[src/rv_pkg.sv]
package rv_pkg;

    localparam int XLEN = 32;  // Data path width

    // Major opcodes, bits [6:0] of the instruction
    typedef enum logic [6:0] {
        LOAD   = 7'b0000011,
        OP_IMM = 7'b0010011,
        AUIPC  = 7'b0010111,
        STORE  = 7'b0100011,
        OP     = 7'b0110011,
        LUI    = 7'b0110111,
        BRANCH = 7'b1100011,
        JALR   = 7'b1100111,
        JAL    = 7'b1101111
    } opcode_e;

    typedef enum logic [2:0] {
        IMM_I, IMM_SHAMT, IMM_S, IMM_B, IMM_J, IMM_U, IMM_NONE
    } imm_src_e;

    typedef enum logic [1:0] {
        ALUOP_ADD, ALUOP_SUB, ALUOP_FUNCT, ALUOP_PASS_B
    } alu_op_e;

    typedef enum logic [3:0] {
        ADD, SUB, AND, OR, XOR, SLL, SRL, SRA, SLT, SLTU, PASS_B
    } alu_ctrl_e;

    // Write-back source
    typedef enum logic [1:0] {
        RES_ALU, RES_MEM, RES_PC4
    } result_src_e;

endpackage

[src/ctrl_if.sv]
`timescale 1ns/1ps

interface ctrl_if ();
    logic                reg_wr_en;
    logic                mem_wr_en;
    rv_pkg::imm_src_e    imm_src;
    logic                alu_src;       // B operand is the immediate
    logic                alu_src_a_pc;  // A operand is the PC
    logic                branch;        // Conditional branch
    logic                jump;
    logic                jump_reg;      // JALR, target from rs1
    rv_pkg::result_src_e result_src;
    rv_pkg::alu_op_e     alu_op;
    logic [3:0]          byte_en;

    // Decoder side
    modport producer (output reg_wr_en, mem_wr_en, imm_src, alu_src, alu_src_a_pc,
                      branch, jump, jump_reg, result_src, alu_op, byte_en);

    modport consumer (input reg_wr_en, mem_wr_en, imm_src, alu_src, alu_src_a_pc,
                      branch, jump, jump_reg, result_src, alu_op, byte_en);
endinterface

[src/alu.sv]
`timescale 1ns/1ps

module alu #(
    parameter int XLEN = rv_pkg::XLEN
) (
    ctrl_if.consumer          ctrl,
    input  rv_pkg::alu_ctrl_e alu_ctrl_i,
    input  logic [XLEN-1:0]   pc_i,
    input  logic [XLEN-1:0]   rs1_i,
    input  logic [XLEN-1:0]   rs2_i,
    input  logic [XLEN-1:0]   imm_i,
    input  logic [XLEN-1:0]   mem_rdata_i,
    output logic [XLEN-1:0]   alu_result_o,  // Also the memory address
    output logic [XLEN-1:0]   result_o
);

    localparam int shamt_w = $clog2(XLEN);

    logic [XLEN-1:0]    op_a;
    logic [XLEN-1:0]    op_b;
    logic [shamt_w-1:0] shamt;

    assign op_a  = ctrl.alu_src_a_pc ? pc_i : rs1_i;
    assign op_b  = ctrl.alu_src ? imm_i : rs2_i;
    assign shamt = op_b[shamt_w-1:0];

    always_comb begin
        case (alu_ctrl_i)
            rv_pkg::ADD:    alu_result_o = op_a + op_b;
            rv_pkg::SUB:    alu_result_o = op_a - op_b;
            rv_pkg::AND:    alu_result_o = op_a & op_b;
            rv_pkg::OR:     alu_result_o = op_a | op_b;
            rv_pkg::XOR:    alu_result_o = op_a ^ op_b;
            rv_pkg::SLL:    alu_result_o = op_a << shamt;
            rv_pkg::SRL:    alu_result_o = op_a >> shamt;
            rv_pkg::SRA:    alu_result_o = $signed(op_a) >>> shamt;
            rv_pkg::SLT:    alu_result_o = {{(XLEN-1){1'b0}}, $signed(op_a) < $signed(op_b)};
            rv_pkg::SLTU:   alu_result_o = {{(XLEN-1){1'b0}}, op_a < op_b};
            rv_pkg::PASS_B: alu_result_o = op_b;  // LUI
            default:        alu_result_o = '0;
        endcase
    end

    // Write-back select
    always_comb begin
        case (ctrl.result_src)
            rv_pkg::RES_MEM: result_o = mem_rdata_i;
            rv_pkg::RES_PC4: result_o = pc_i + XLEN'(4);
            default:         result_o = alu_result_o;
        endcase
    end

endmodule

[src/alu_decoder.sv]
`timescale 1ns/1ps

module alu_decoder (
    ctrl_if.consumer          ctrl,
    input  logic [2:0]        funct3_i,
    input  logic              funct7_b5_i,
    input  logic              is_op_imm_i,  // Immediate form, no SUB
    output rv_pkg::alu_ctrl_e alu_ctrl_o
);

    always_comb begin
        case (ctrl.alu_op)
            rv_pkg::ALUOP_ADD:    alu_ctrl_o = rv_pkg::ADD;
            rv_pkg::ALUOP_SUB:    alu_ctrl_o = rv_pkg::SUB;
            rv_pkg::ALUOP_PASS_B: alu_ctrl_o = rv_pkg::PASS_B;
            default: begin
                // Register and immediate arithmetic
                case (funct3_i)
                    3'b000: begin
                        if (funct7_b5_i && !is_op_imm_i) alu_ctrl_o = rv_pkg::SUB;
                        else alu_ctrl_o = rv_pkg::ADD;
                    end
                    3'b001:  alu_ctrl_o = rv_pkg::SLL;
                    3'b010:  alu_ctrl_o = rv_pkg::SLT;
                    3'b011:  alu_ctrl_o = rv_pkg::SLTU;
                    3'b100:  alu_ctrl_o = rv_pkg::XOR;
                    3'b101: begin
                        // Bit 5 picks arithmetic shift, SRAI included
                        if (funct7_b5_i) alu_ctrl_o = rv_pkg::SRA;
                        else alu_ctrl_o = rv_pkg::SRL;
                    end
                    3'b110:  alu_ctrl_o = rv_pkg::OR;
                    default: alu_ctrl_o = rv_pkg::AND;
                endcase
            end
        endcase
    end

endmodule

[src/branch_unit.sv]
`timescale 1ns/1ps

module branch_unit #(
    parameter int XLEN = rv_pkg::XLEN
) (
    ctrl_if.consumer        ctrl,
    input  logic [2:0]      funct3_i,
    input  logic [XLEN-1:0] pc_i,
    input  logic [XLEN-1:0] rs1_i,
    input  logic [XLEN-1:0] rs2_i,
    input  logic [XLEN-1:0] imm_i,
    output logic            taken_o,
    output logic [XLEN-1:0] next_pc_o
);

    logic            cond;    // Branch condition met
    logic [XLEN-1:0] target;

    always_comb begin
        case (funct3_i)
            3'b000:  cond = (rs1_i == rs2_i);                  // BEQ
            3'b001:  cond = (rs1_i != rs2_i);                  // BNE
            3'b100:  cond = ($signed(rs1_i) < $signed(rs2_i));  // BLT
            3'b101:  cond = ($signed(rs1_i) >= $signed(rs2_i)); // BGE
            3'b110:  cond = (rs1_i < rs2_i);                   // BLTU
            3'b111:  cond = (rs1_i >= rs2_i);                  // BGEU
            default: cond = 1'b0;
        endcase
    end

    assign taken_o = ctrl.jump | (ctrl.branch & cond);

    // JALR clears bit 0 of the sum
    assign target    = ctrl.jump_reg ? ((rs1_i + imm_i) & ~XLEN'(1)) : (pc_i + imm_i);
    assign next_pc_o = taken_o ? target : (pc_i + XLEN'(4));

endmodule

[src/exec_core.sv]
`timescale 1ns/1ps

module exec_core #(
    parameter int XLEN = rv_pkg::XLEN
) (
    input  logic            clk_i,
    input  logic            rst_n_i,
    input  logic [XLEN-1:0] instr_i,
    input  logic [XLEN-1:0] pc_i,
    input  logic [XLEN-1:0] mem_rdata_i,  // Full word from data memory
    output logic [XLEN-1:0] result_o,
    output logic [XLEN-1:0] mem_addr_o,
    output logic [XLEN-1:0] mem_wdata_o,
    output logic            mem_wr_en_o,
    output logic [3:0]      byte_en_o,
    output logic            branch_taken_o,
    output logic [XLEN-1:0] next_pc_o
);

    ctrl_if ctrl ();

    logic [XLEN-1:0]   imm;
    logic [XLEN-1:0]   rs1_data;
    logic [XLEN-1:0]   rs2_data;
    rv_pkg::alu_ctrl_e alu_ctrl;

    main_decoder i_main_decoder (.opcode_i(rv_pkg::opcode_e'(instr_i[6:0])),
        .funct3_i(instr_i[14:12]), .ctrl(ctrl.producer));

    // Opcode bit 5 is clear for OP_IMM
    alu_decoder i_alu_decoder (.ctrl(ctrl.consumer), .funct3_i(instr_i[14:12]),
        .funct7_b5_i(instr_i[30]), .is_op_imm_i(~instr_i[5]), .alu_ctrl_o(alu_ctrl));

    imm_extend #(.XLEN(XLEN)) i_imm_extend (.instr_i(instr_i), .ctrl(ctrl.consumer),
        .imm_o(imm));

    reg_file #(.XLEN(XLEN)) i_reg_file (.clk_i(clk_i), .rst_n_i(rst_n_i),
        .rs1_addr_i(instr_i[19:15]), .rs2_addr_i(instr_i[24:20]), .rd_addr_i(instr_i[11:7]),
        .wr_en_i(ctrl.reg_wr_en), .wr_data_i(result_o),
        .rs1_data_o(rs1_data), .rs2_data_o(rs2_data));

    alu #(.XLEN(XLEN)) i_alu (.ctrl(ctrl.consumer), .alu_ctrl_i(alu_ctrl), .pc_i(pc_i),
        .rs1_i(rs1_data), .rs2_i(rs2_data), .imm_i(imm), .mem_rdata_i(mem_rdata_i),
        .alu_result_o(mem_addr_o), .result_o(result_o));

    branch_unit #(.XLEN(XLEN)) i_branch_unit (.ctrl(ctrl.consumer),
        .funct3_i(instr_i[14:12]), .pc_i(pc_i), .rs1_i(rs1_data), .rs2_i(rs2_data),
        .imm_i(imm), .taken_o(branch_taken_o), .next_pc_o(next_pc_o));

    assign mem_wdata_o = rs2_data;
    assign byte_en_o   = ctrl.byte_en;
    assign mem_wr_en_o = ctrl.mem_wr_en & rst_n_i;  // No stores during reset

endmodule

[src/imm_extend.sv]
`timescale 1ns/1ps

module imm_extend #(
    parameter int XLEN = rv_pkg::XLEN
) (
    input  logic [XLEN-1:0] instr_i,
    ctrl_if.consumer        ctrl,
    output logic [XLEN-1:0] imm_o
);

    logic sign;

    assign sign = instr_i[31];

    always_comb begin
        case (ctrl.imm_src)
            rv_pkg::IMM_I:     imm_o = {{(XLEN-12){sign}}, instr_i[31:20]};
            rv_pkg::IMM_SHAMT: imm_o = {{(XLEN-5){1'b0}}, instr_i[24:20]};  // Zero extended
            rv_pkg::IMM_S:     imm_o = {{(XLEN-12){sign}}, instr_i[31:25], instr_i[11:7]};
            rv_pkg::IMM_B: begin
                imm_o = {{(XLEN-12){sign}}, instr_i[7], instr_i[30:25],
                         instr_i[11:8], 1'b0};
            end
            rv_pkg::IMM_J: begin
                // Offset bits 20, 10:1, 11, 19:12 scattered in the word
                imm_o = {{(XLEN-20){sign}}, instr_i[19:12], instr_i[20],
                         instr_i[30:21], 1'b0};
            end
            rv_pkg::IMM_U:     imm_o = {instr_i[31:12], 12'h000};
            default:           imm_o = '0;
        endcase
    end

endmodule

[src/main_decoder.sv]
`timescale 1ns/1ps

module main_decoder (
    input  rv_pkg::opcode_e opcode_i,  // Opcode from instruction
    input  logic [2:0]      funct3_i,
    ctrl_if.producer        ctrl
);

    logic [3:0] size_be;  // Access width from funct3[1:0]

    always_comb begin
        case (funct3_i[1:0])
            2'b00:   size_be = 4'b0001;  // Byte
            2'b01:   size_be = 4'b0011;  // Half
            2'b10:   size_be = 4'b1111;  // Word
            default: size_be = 4'b0000;
        endcase
    end

    always_comb begin
        // All inactive unless the opcode says otherwise
        ctrl.reg_wr_en    = 1'b0;
        ctrl.mem_wr_en    = 1'b0;
        ctrl.imm_src      = rv_pkg::IMM_NONE;
        ctrl.alu_src      = 1'b0;
        ctrl.alu_src_a_pc = 1'b0;
        ctrl.branch       = 1'b0;
        ctrl.jump         = 1'b0;
        ctrl.jump_reg     = 1'b0;
        ctrl.result_src   = rv_pkg::RES_ALU;
        ctrl.alu_op       = rv_pkg::ALUOP_ADD;
        ctrl.byte_en      = 4'b0000;

        case (opcode_i)
            rv_pkg::LOAD: begin
                ctrl.reg_wr_en  = 1'b1;
                ctrl.imm_src    = rv_pkg::IMM_I;
                ctrl.alu_src    = 1'b1;
                ctrl.result_src = rv_pkg::RES_MEM;
                // funct3 11x and 011 are not loads
                ctrl.byte_en    = (funct3_i[2] & funct3_i[1]) ? 4'b0000 : size_be;
            end
            rv_pkg::OP_IMM: begin
                ctrl.reg_wr_en = 1'b1;
                ctrl.alu_src   = 1'b1;
                ctrl.alu_op    = rv_pkg::ALUOP_FUNCT;
                // SLLI, SRLI and SRAI take a shift amount
                if (funct3_i[1:0] == 2'b01) begin
                    ctrl.imm_src = rv_pkg::IMM_SHAMT;
                end else begin
                    ctrl.imm_src = rv_pkg::IMM_I;
                end
            end
            rv_pkg::STORE: begin
                ctrl.mem_wr_en = 1'b1;
                ctrl.imm_src   = rv_pkg::IMM_S;
                ctrl.alu_src   = 1'b1;
                ctrl.byte_en   = funct3_i[2] ? 4'b0000 : size_be;
            end
            rv_pkg::OP: begin
                ctrl.reg_wr_en = 1'b1;
                ctrl.alu_op    = rv_pkg::ALUOP_FUNCT;
            end
            rv_pkg::BRANCH: begin
                ctrl.imm_src = rv_pkg::IMM_B;
                ctrl.branch  = 1'b1;
                ctrl.alu_op  = rv_pkg::ALUOP_SUB;
            end
            rv_pkg::JAL: begin
                ctrl.reg_wr_en  = 1'b1;
                ctrl.imm_src    = rv_pkg::IMM_J;
                ctrl.jump       = 1'b1;
                ctrl.result_src = rv_pkg::RES_PC4;  // Link address
            end
            rv_pkg::JALR: begin
                ctrl.reg_wr_en  = 1'b1;
                ctrl.imm_src    = rv_pkg::IMM_I;
                ctrl.alu_src    = 1'b1;
                ctrl.jump       = 1'b1;
                ctrl.jump_reg   = 1'b1;
                ctrl.result_src = rv_pkg::RES_PC4;
            end
            rv_pkg::LUI: begin
                ctrl.reg_wr_en = 1'b1;
                ctrl.imm_src   = rv_pkg::IMM_U;
                ctrl.alu_src   = 1'b1;
                ctrl.alu_op    = rv_pkg::ALUOP_PASS_B;
            end
            rv_pkg::AUIPC: begin
                ctrl.reg_wr_en    = 1'b1;
                ctrl.imm_src      = rv_pkg::IMM_U;
                ctrl.alu_src      = 1'b1;
                ctrl.alu_src_a_pc = 1'b1;  // PC + U immediate
            end
            default: ;
        endcase
    end

endmodule

[src/reg_file.sv]
`timescale 1ns/1ps

module reg_file #(
    parameter int XLEN = rv_pkg::XLEN
) (
    input  logic            clk_i,
    input  logic            rst_n_i,
    input  logic [4:0]      rs1_addr_i,
    input  logic [4:0]      rs2_addr_i,
    input  logic [4:0]      rd_addr_i,
    input  logic            wr_en_i,
    input  logic [XLEN-1:0] wr_data_i,
    output logic [XLEN-1:0] rs1_data_o,
    output logic [XLEN-1:0] rs2_data_o
);

    logic [XLEN-1:0] regs [32];

    always_ff @(posedge clk_i) begin
        if (!rst_n_i) begin
            for (int i = 0; i < 32; i++) begin
                regs[i] <= '0;
            end
        end else if (wr_en_i && (rd_addr_i != 5'd0)) begin  // x0 stays zero
            regs[rd_addr_i] <= wr_data_i;
        end
    end

    // Asynchronous reads
    assign rs1_data_o = (rs1_addr_i == 5'd0) ? '0 : regs[rs1_addr_i];
    assign rs2_data_o = (rs2_addr_i == 5'd0) ? '0 : regs[rs2_addr_i];

endmodule

[config.mk]
export PLATFORM = sky130hd
export DESIGN_NAME = exec_core
export DESIGN_NICKNAME = d
export VERILOG_FILES = /design/src/rv_pkg.sv /design/src/ctrl_if.sv /design/src/alu.sv /design/src/alu_decoder.sv /design/src/branch_unit.sv /design/src/exec_core.sv /design/src/imm_extend.sv /design/src/main_decoder.sv /design/src/reg_file.sv
export SDC_FILE = /design/constraint.sdc
export NUM_CORES = 2
export LEC_CHECK = 0
export BUFFER_PORTS_ARGS = -buffer_cell sky130_fd_sc_hd__buf_4
export CAP_MARGIN = 20
export CORE_ASPECT_RATIO = 1.2
export CORE_UTILIZATION = 45
export DETAILED_ROUTE_END_ITERATION = 7
export PLACE_DENSITY = 0.67
export SYNTH_ARGS = -nofsm -noshare
export SYNTH_HDL_FRONTEND = slang
export SYNTH_HIERARCHICAL = 1
export SYNTH_SLANG_ARGS = --single-unit
[constraint.sdc]
create_clock -name clk_i -period 8.41 [get_ports clk_i]
set_clock_uncertainty 0.15 [all_clocks]
set_input_delay 1.682 -clock clk_i [delete_from_list [all_inputs] [get_ports clk_i]]
set_output_delay 1.682 -clock clk_i [all_outputs]
set_load 0.02 [all_outputs]
# Word-level counts from Yosys, hierarchy flattened
# Memories as Yosys holds them, arrays and structs flattened.
# Cells that the tools add are included.
[classes]
reduce_logical = 17
n_mul = 0
n_eq_ne = 39
muxes = 36
bitwise = 7
div = 0
addsub = 5
n_lt_le_gt_ge = 6
shifts = 3
[ops]
columns = ["cell", "count"]
rows = [
  ["case mux 32 bit (11 select lines)", 1],
  ["two-way mux 32 bit", 7],
  ["case mux 32 bit (6 select lines)", 1],
  ["less-than comparator 32 bit", 4],
  ["adder 32 bit", 3],
  [">= comparator 32 bit", 2],
  ["case mux 32 bit (2 select lines)", 1],
  ["adder 32 x 3 -> 32 bit (second input constant)", 1],
  ["bitwise AND 32 bit", 1],
  ["equality test 32 bit", 1],
  ["!= test 32 bit", 1],
  ["OR 32 bit", 1],
  ["OR reduction 32 bit", 1],
  ["<< shifter 32 x 5 -> 32 bit", 1],
  ["right shift 32 x 5 -> 32 bit", 1],
  [">>> shifter 32 x 5 -> 32 bit", 1],
  ["subtractor 32 bit", 1],
  ["bitwise XOR 32 bit", 1],
  ["case mux 4 bit (7 select lines)", 1],
  ["case mux 4 bit (3 select lines)", 2],
  ["equality test 7 x 6 -> 1 bit (second input constant)", 3],
  ["equality test 7 bit (second input constant)", 3],
  ["equality test 3 bit (second input constant)", 6],
  ["case mux 3 bit (6 select lines)", 1],
  ["other kinds (28)", 67],
]
[word_totals]
elab_cells = 114
ff_bits = 0
ramBits = 1024
mem_count = 1
output_inout_bits = 134
latchBits = 0
romBits = 0
[memory_table]
columns = ["memory", "depth", "width", "read_ports", "rd_clocked_by_memory_dff", "write_ports", "line_no", "text"]
rows = [
  ["i_reg_file.regs", 32, 32, 2, 0, 32, "reg_file.sv:17", "logic [XLEN-1:0] regs [32];"],
]

# Depth between registers and ports, before layout
[depth]
depth_word = 10
mapped_depth = 29
ltp_nobuf = 23

# Modules after synthesis
# The synthesis kept the hierarchy.
[by_module_without_submodules]
columns = ["module", "seq_area_each_um2", "instances", "cells_per_inst", "area_per_inst_um2"]
rows = [
  ["reg_file", 30749.5, 1, 3509, 54204.5],
  ["alu", 0.0, 1, 1609, 10547.6],
  ["branch_unit", 0.0, 1, 730, 5210.0],
  ["imm_extend", 0.0, 1, 72, 569.3],
  ["main_decoder", 0.0, 1, 51, 302.8],
  ["alu_decoder", 0.0, 1, 13, 85.1],
  ["exec_core", 0.0, 1, 2, 10.0],
]

# Least setup slack after synthesis
# OpenSTA, ideal clock, no wires.
[synth_timing]
path_type = "input-to-output"
startpoint = "input port instr_i[20]"
endpoint = "output port result_o[30]"
required_time_ns = 6.578
arrival_time_ns = 7.819
setup_slack_ns = -1.241
path_stages = 21
n_path_buf = 6
path_cell_list = "buf_6 -> buf_6 -> buf_2 -> mux4_2 -> a2111oi_0 -> nor3_1 -> mux2i_1 -> buf_2 -> buf_1 -> buf_1 -> ha_1 -> nor2b_4 -> o31a_1 -> o32a_4 -> a2111oi_4 -> o31ai_2 -> a31oi_2 -> o21bai_1 -> mux2i_1 -> o2111ai_1 -> a2bb2oi_1"
[synth_via]
elab_chain_len = 6
word_cells_on_any_way = 15
cone_classes = "add/sub: 2; shift: 3; mux: 5; bitwise: 3; reduce/logical: 1; memory: 1"
[synth_rtl]
columns = ["element", "line_no", "text"]
rows = [
  ["from (decl)", "exec_core.sv:8", "input logic [XLEN-1:0] instr_i,"],
  ["memory (32 x 32 bit) or zero test 5 bit (tied branches)", "n/a", ""],
  ["two-way mux 32 bit *", "reg_file.sv:31", "assign rs2_data_o = (rs2_addr_i == 5'd0) ? '0 : regs[rs2_addr_i];"],
  ["named net mem_wdata_o[2]", "exec_core.sv:13", "output logic [XLEN-1:0] mem_wdata_o,"],
  ["two-way mux 32 bit *", "alu.sv:24", "assign op_b = ctrl.alu_src ? imm_i : rs2_i;"],
  ["subtractor 32 bit, or another cell as far along", "alu.sv:30", "rv_pkg::SUB: alu_result_o = op_a - op_b;"],
  ["case mux 32 bit (11 select lines) *", "alu.sv:28", "case (alu_ctrl_i)"],
  ["named net mem_addr_o[30]", "exec_core.sv:12", "output logic [XLEN-1:0] mem_addr_o,"],
  ["case mux 32 bit (2 select lines) *", "alu.sv:46", "case (ctrl.result_src)"],
  ["to (decl)", "exec_core.sv:11", "output logic [XLEN-1:0] result_o,"],
]
# Mark *: on every way through the listed nets, which the timed path passes. The rest lies on a longest branch.

# Worst setup path in the final report
[layout_timing]
startpoint = "input port instr_i[16]"
endpoint = "output port result_o[26]"
[layout_via]
elab_chain_len = 6
word_cells_on_any_way = 16
cone_classes = "add/sub: 2; shift: 3; mux: 6; bitwise: 3; reduce/logical: 1; memory: 1"
[layout_rtl]
columns = ["element", "line_no", "text"]
rows = [
  ["memory (32 x 32 bit) or zero test 5 bit (tied branches)", "n/a", ""],
  ["two-way mux 32 bit *", "reg_file.sv:30", "assign rs1_data_o = (rs1_addr_i == 5'd0) ? '0 : regs[rs1_addr_i];"],
  ["named net rs1_data[0]", "exec_core.sv:23", "logic [XLEN-1:0] rs1_data;"],
  ["two-way mux 32 bit *", "alu.sv:23", "assign op_a = ctrl.alu_src_a_pc ? pc_i : rs1_i;"],
  ["subtractor 32 bit, or another cell as far along", "alu.sv:30", ""],
  ["case mux 32 bit (11 select lines) *", "alu.sv:28", ""],
  ["case mux 32 bit (2 select lines) *", "alu.sv:46", ""],
]
# Marks and branches as above.

==> impl_metrics.json <==
{
  "place.gp.congestion": 1.04,
  "cts_buffers": 95,
  "peakVddDrop_mv": 0.149,
  "cts_max_level": 3,
  "slew_violations": 2,
  "drt_wl_total_mm": 320,
  "synth_top_area_share_pct": 43.4,
  "path_class": "input port to primary output",
  "synthCells": 5986,
  "track_usage_pct": 39.4,
  "ys_types": 115,
  "startpoint_type": "input port",
  "startpoint": "instr_i[16]",
  "clk_path_buf_depth": 3,
  "grt_pass1_wl_mm": 442,
  "synth.most_common_cell": "edfxtp_1",
  "grt_pass1_vias": 60100,
  "core_area_um2": 157000,
  "largestRegisters": "i_reg_file/regs (1024)",
  "yosysTopAreaCell": "edfxtp_1",
  "power.leakage_nw": 36.2,
  "r2r-end": "i_reg_file/regs[19][16]",
  "first_pass_iters": 6,
  "setup_slack_ps": -610,
  "regMostFlops": "i_reg_file/regs",
  "finalHoldViolCount": 0,
  "drt_iter0_drc": 7908,
  "r2r_start": "i_reg_file/regs[17][0]",
  "cap_violations": 0,
  "worst_ep_required_time_ps": 6580,
  "end_kind": "primary output",
  "min_period_ps": 9020,
  "port_buffers": 231,
  "finalSetupViolations": 72,
  "synthTopCellsByArea": "edfxtp_1, mux4_2, and2_1",
  "grt_max_degree": 73,
  "max_slew_margin_pct": -8.67,
  "antenna_found_initial": 18,
  "wl_per_cell_um": 34.3,
  "final_util_pct": 58.4,
  "clk_pin_slew_ps": 60,
  "critPathArrivalTime_ps": 7190,
  "endpoint": "result_o[26]",
  "die_y_um": 437,
  "violations": "max-slew violations, negative setup slack",
  "holdCritPathClass": "input port to flip-flop",
  "post-place-ws_ps": -1010,
  "num_vias": 61400,
  "io_pins": 232,
  "grt_overflow": 0,
  "tightest_slew_ps": 1630,
  "fin_crit_sh_pct": 107,
  "fin_tns_setup_ps": -15280,
  "die_x_um": 364,
  "netlist_area_um2": 70900,
  "viasPerCell": 6.59,
  "antenna_left": 0,
  "post-route-drc-count": 0,
  "r2r_slack_ps": 2060,
  "syn_to_final_growth_pct": 29.0,
  "total_power_mw": 17.3,
  "ys.flop_type": "edfxtp_1",
  "cts_tree": "yes",
  "rsz0062_at_grt": "yes",
  "powerDensity_nw_per_um2": 189,
  "synth_common_cells": "edfxtp_1, and2_1, mux4_2, clkbuf_1, mux2i_1",
  "cp_max_fo": 6,
  "root_buffer": "clkbuf_16",
  "hold_buffers": 0,
  "yosys_warnings": 6,
  "seq_area_frac_synth_pct": 43.4,
  "hpwl_mm": 226,
  "max_freq_mhz": 111,
  "fin_nets": 7449,
  "synth-edff-count": 1024,
  "async_reset_ff_share_pct": 0,
  "dieArea_um2": 159000,
  "cts_num_sinks": 1024,
  "ys_seq_elements": 1024,
  "worstRegToRegCells": 24,
  "clkLatencyLatePin_ps": 730,
  "fillers": 12700,
  "syn_avg_cell_area_um2": 11.8,
  "rows": 159,
  "start_util_pct": 45.3,
  "drive_above_1_share_pct": 37.9,
  "largest_register_ffs": 1024,
  "status": "finished, violations left"
}
layer usage:
| metal | global-route usage (%) | part of all wire [%] | up-vias |
|---|---|---|---|
| met5 | 0 | 0.019 | - |
| met1 | 45.3 | 33 | 30400 |
| met3 | 11.5 | 12 | 1313 |
| met2 | 61.7 | 45 | 4595 |
| met4 | 30.7 | 9.5 | 10 |
| li1 | - | - | 25100 |
layout by cell type (no fill, tap or decap), types with 27 or more instances in the layout:
master / Yosys / final
a211oi_2: 15 / 28
a21oi_1: 207 / 184
buf_4: 47 / 1324
o21ai_4: 1 / 38
buf_6: 30 / 121
nand4_1: 32 / 32
xnor2_1: 71 / 71
mux2i_1: 312 / 293
mux4_2: 472 / 472
nor2b_1: 31 / 29
nor3_2: 0 / 27
o21ai_0: 160 / 109
a21o_1: 41 / 41
and2_1: 1018 / 1017
xor2_1: 49 / 49
nor2_1: 290 / 242
a221oi_1: 35 / 28
ha_1: 204 / 184
a211oi_1: 79 / 50
a22oi_1: 31 / 27
buf_12: 0 / 81
o211ai_1: 43 / 43
a221o_1: 32 / 30
clkbuf_16: 0 / 99
a21oi_2: 15 / 31
a22o_1: 53 / 53
inv_1: 157 / 150
nand2b_1: 30 / 30
nand3_1: 87 / 82
nand2_1: 240 / 230
conb_1: 1 / 32
o22ai_1: 107 / 82
nor2_2: 0 / 41
nor3_1: 103 / 56
edfxtp_1: 1024 / 1024
o221ai_1: 42 / 38
mux2_2: 53 / 51
cell families after synthesis:
kind of cell	share of synthesized area, %
simple gates	15.2
compound gates	11.5
flops	43.4
mux	20.3
buf+inv	4.44
fa+ha+maj	3.71
xor+xnor	1.50
other cells	0.00529
layout make-up:
class / count / area [um^2] / share of cell area, %
Sequential cell: 1024 / 30700 / 33.6
Antenna cell: 11 / 27.5 / 0.0301
Clock inverter: 69 / 653 / 0.714
Tap cell: 2093 / 2620 / 2.86
Inverter: 163 / 624 / 0.682
Timing Repair Buffer: 1572 / 14000 / 15.3
Multi-Input combinational cell: 4287 / 40300 / 44.0
Clock buffer: 107 / 2490 / 2.72
stage by stage:
step | hold WS, ps | instances | area (um^2)
after detailed placement | 2160 | 9008 | 83700
after global routing | 1650 | 9318 | 91500
after CTS | 1610 | 9279 | 90100
after global placement | 2100 | 9005 | 83600
after floorplan | 1910 | 6017 | 71400
final | 1660 | 9326 | 91500
critical path: stages:
cell and delay [ps]:
buf_16 130, buf_12 130, mux4_2 480, mux4_2 550
o22ai_4 230, nor3_4 110, mux2i_2 270, buf_4 220
inv_4 50, ha_4 160, inv_4 50, fa_2 220
nor2b_4 50, o31a_1 340, o32a_4 440, a2111oi_4 390
buf_4 230, o21bai_4 80, a221o_1 310, a21o_1 210
a22oi_2 250, a41oi_4 230, buf_12 240, buf_8 120
power breakdown:
| group | internal (mW) | leakage, nW | switching (mW) |
|---|---|---|---|
| combinational | 2.85 | 24.1 | 4.07 |
| clock | 2.47 | 1.54 | 1.98 |
| sequential | 5.79 | 10.6 | 0.102 |
what timing repair did:
action,in CTS,in global routing
setup endpoints to repair,97,88
resized for setup,445,222
pin swaps,90,89
cloned,15,1
buffers inserted,90,49
worst min-delay path by stage:
stage                                     start                      end  slack (ps)  cells past startpoint
after global placement    i_reg_file/regs[3][4]   i_reg_file/regs[9][13]        2100                     11
after global routing            mem_rdata_i[17]  i_reg_file/regs[31][17]        1650                      5
final                           mem_rdata_i[17]  i_reg_file/regs[27][17]        1660                      5
after floorplan           i_reg_file/regs[2][2]   i_reg_file/regs[5][22]        1910                     12
after detailed placement  i_reg_file/regs[3][4]  i_reg_file/regs[12][13]        2160                     11
after CTS                       mem_rdata_i[17]  i_reg_file/regs[27][17]        1610                      5
No activity file was read; power rests on OpenSTA's default activity.
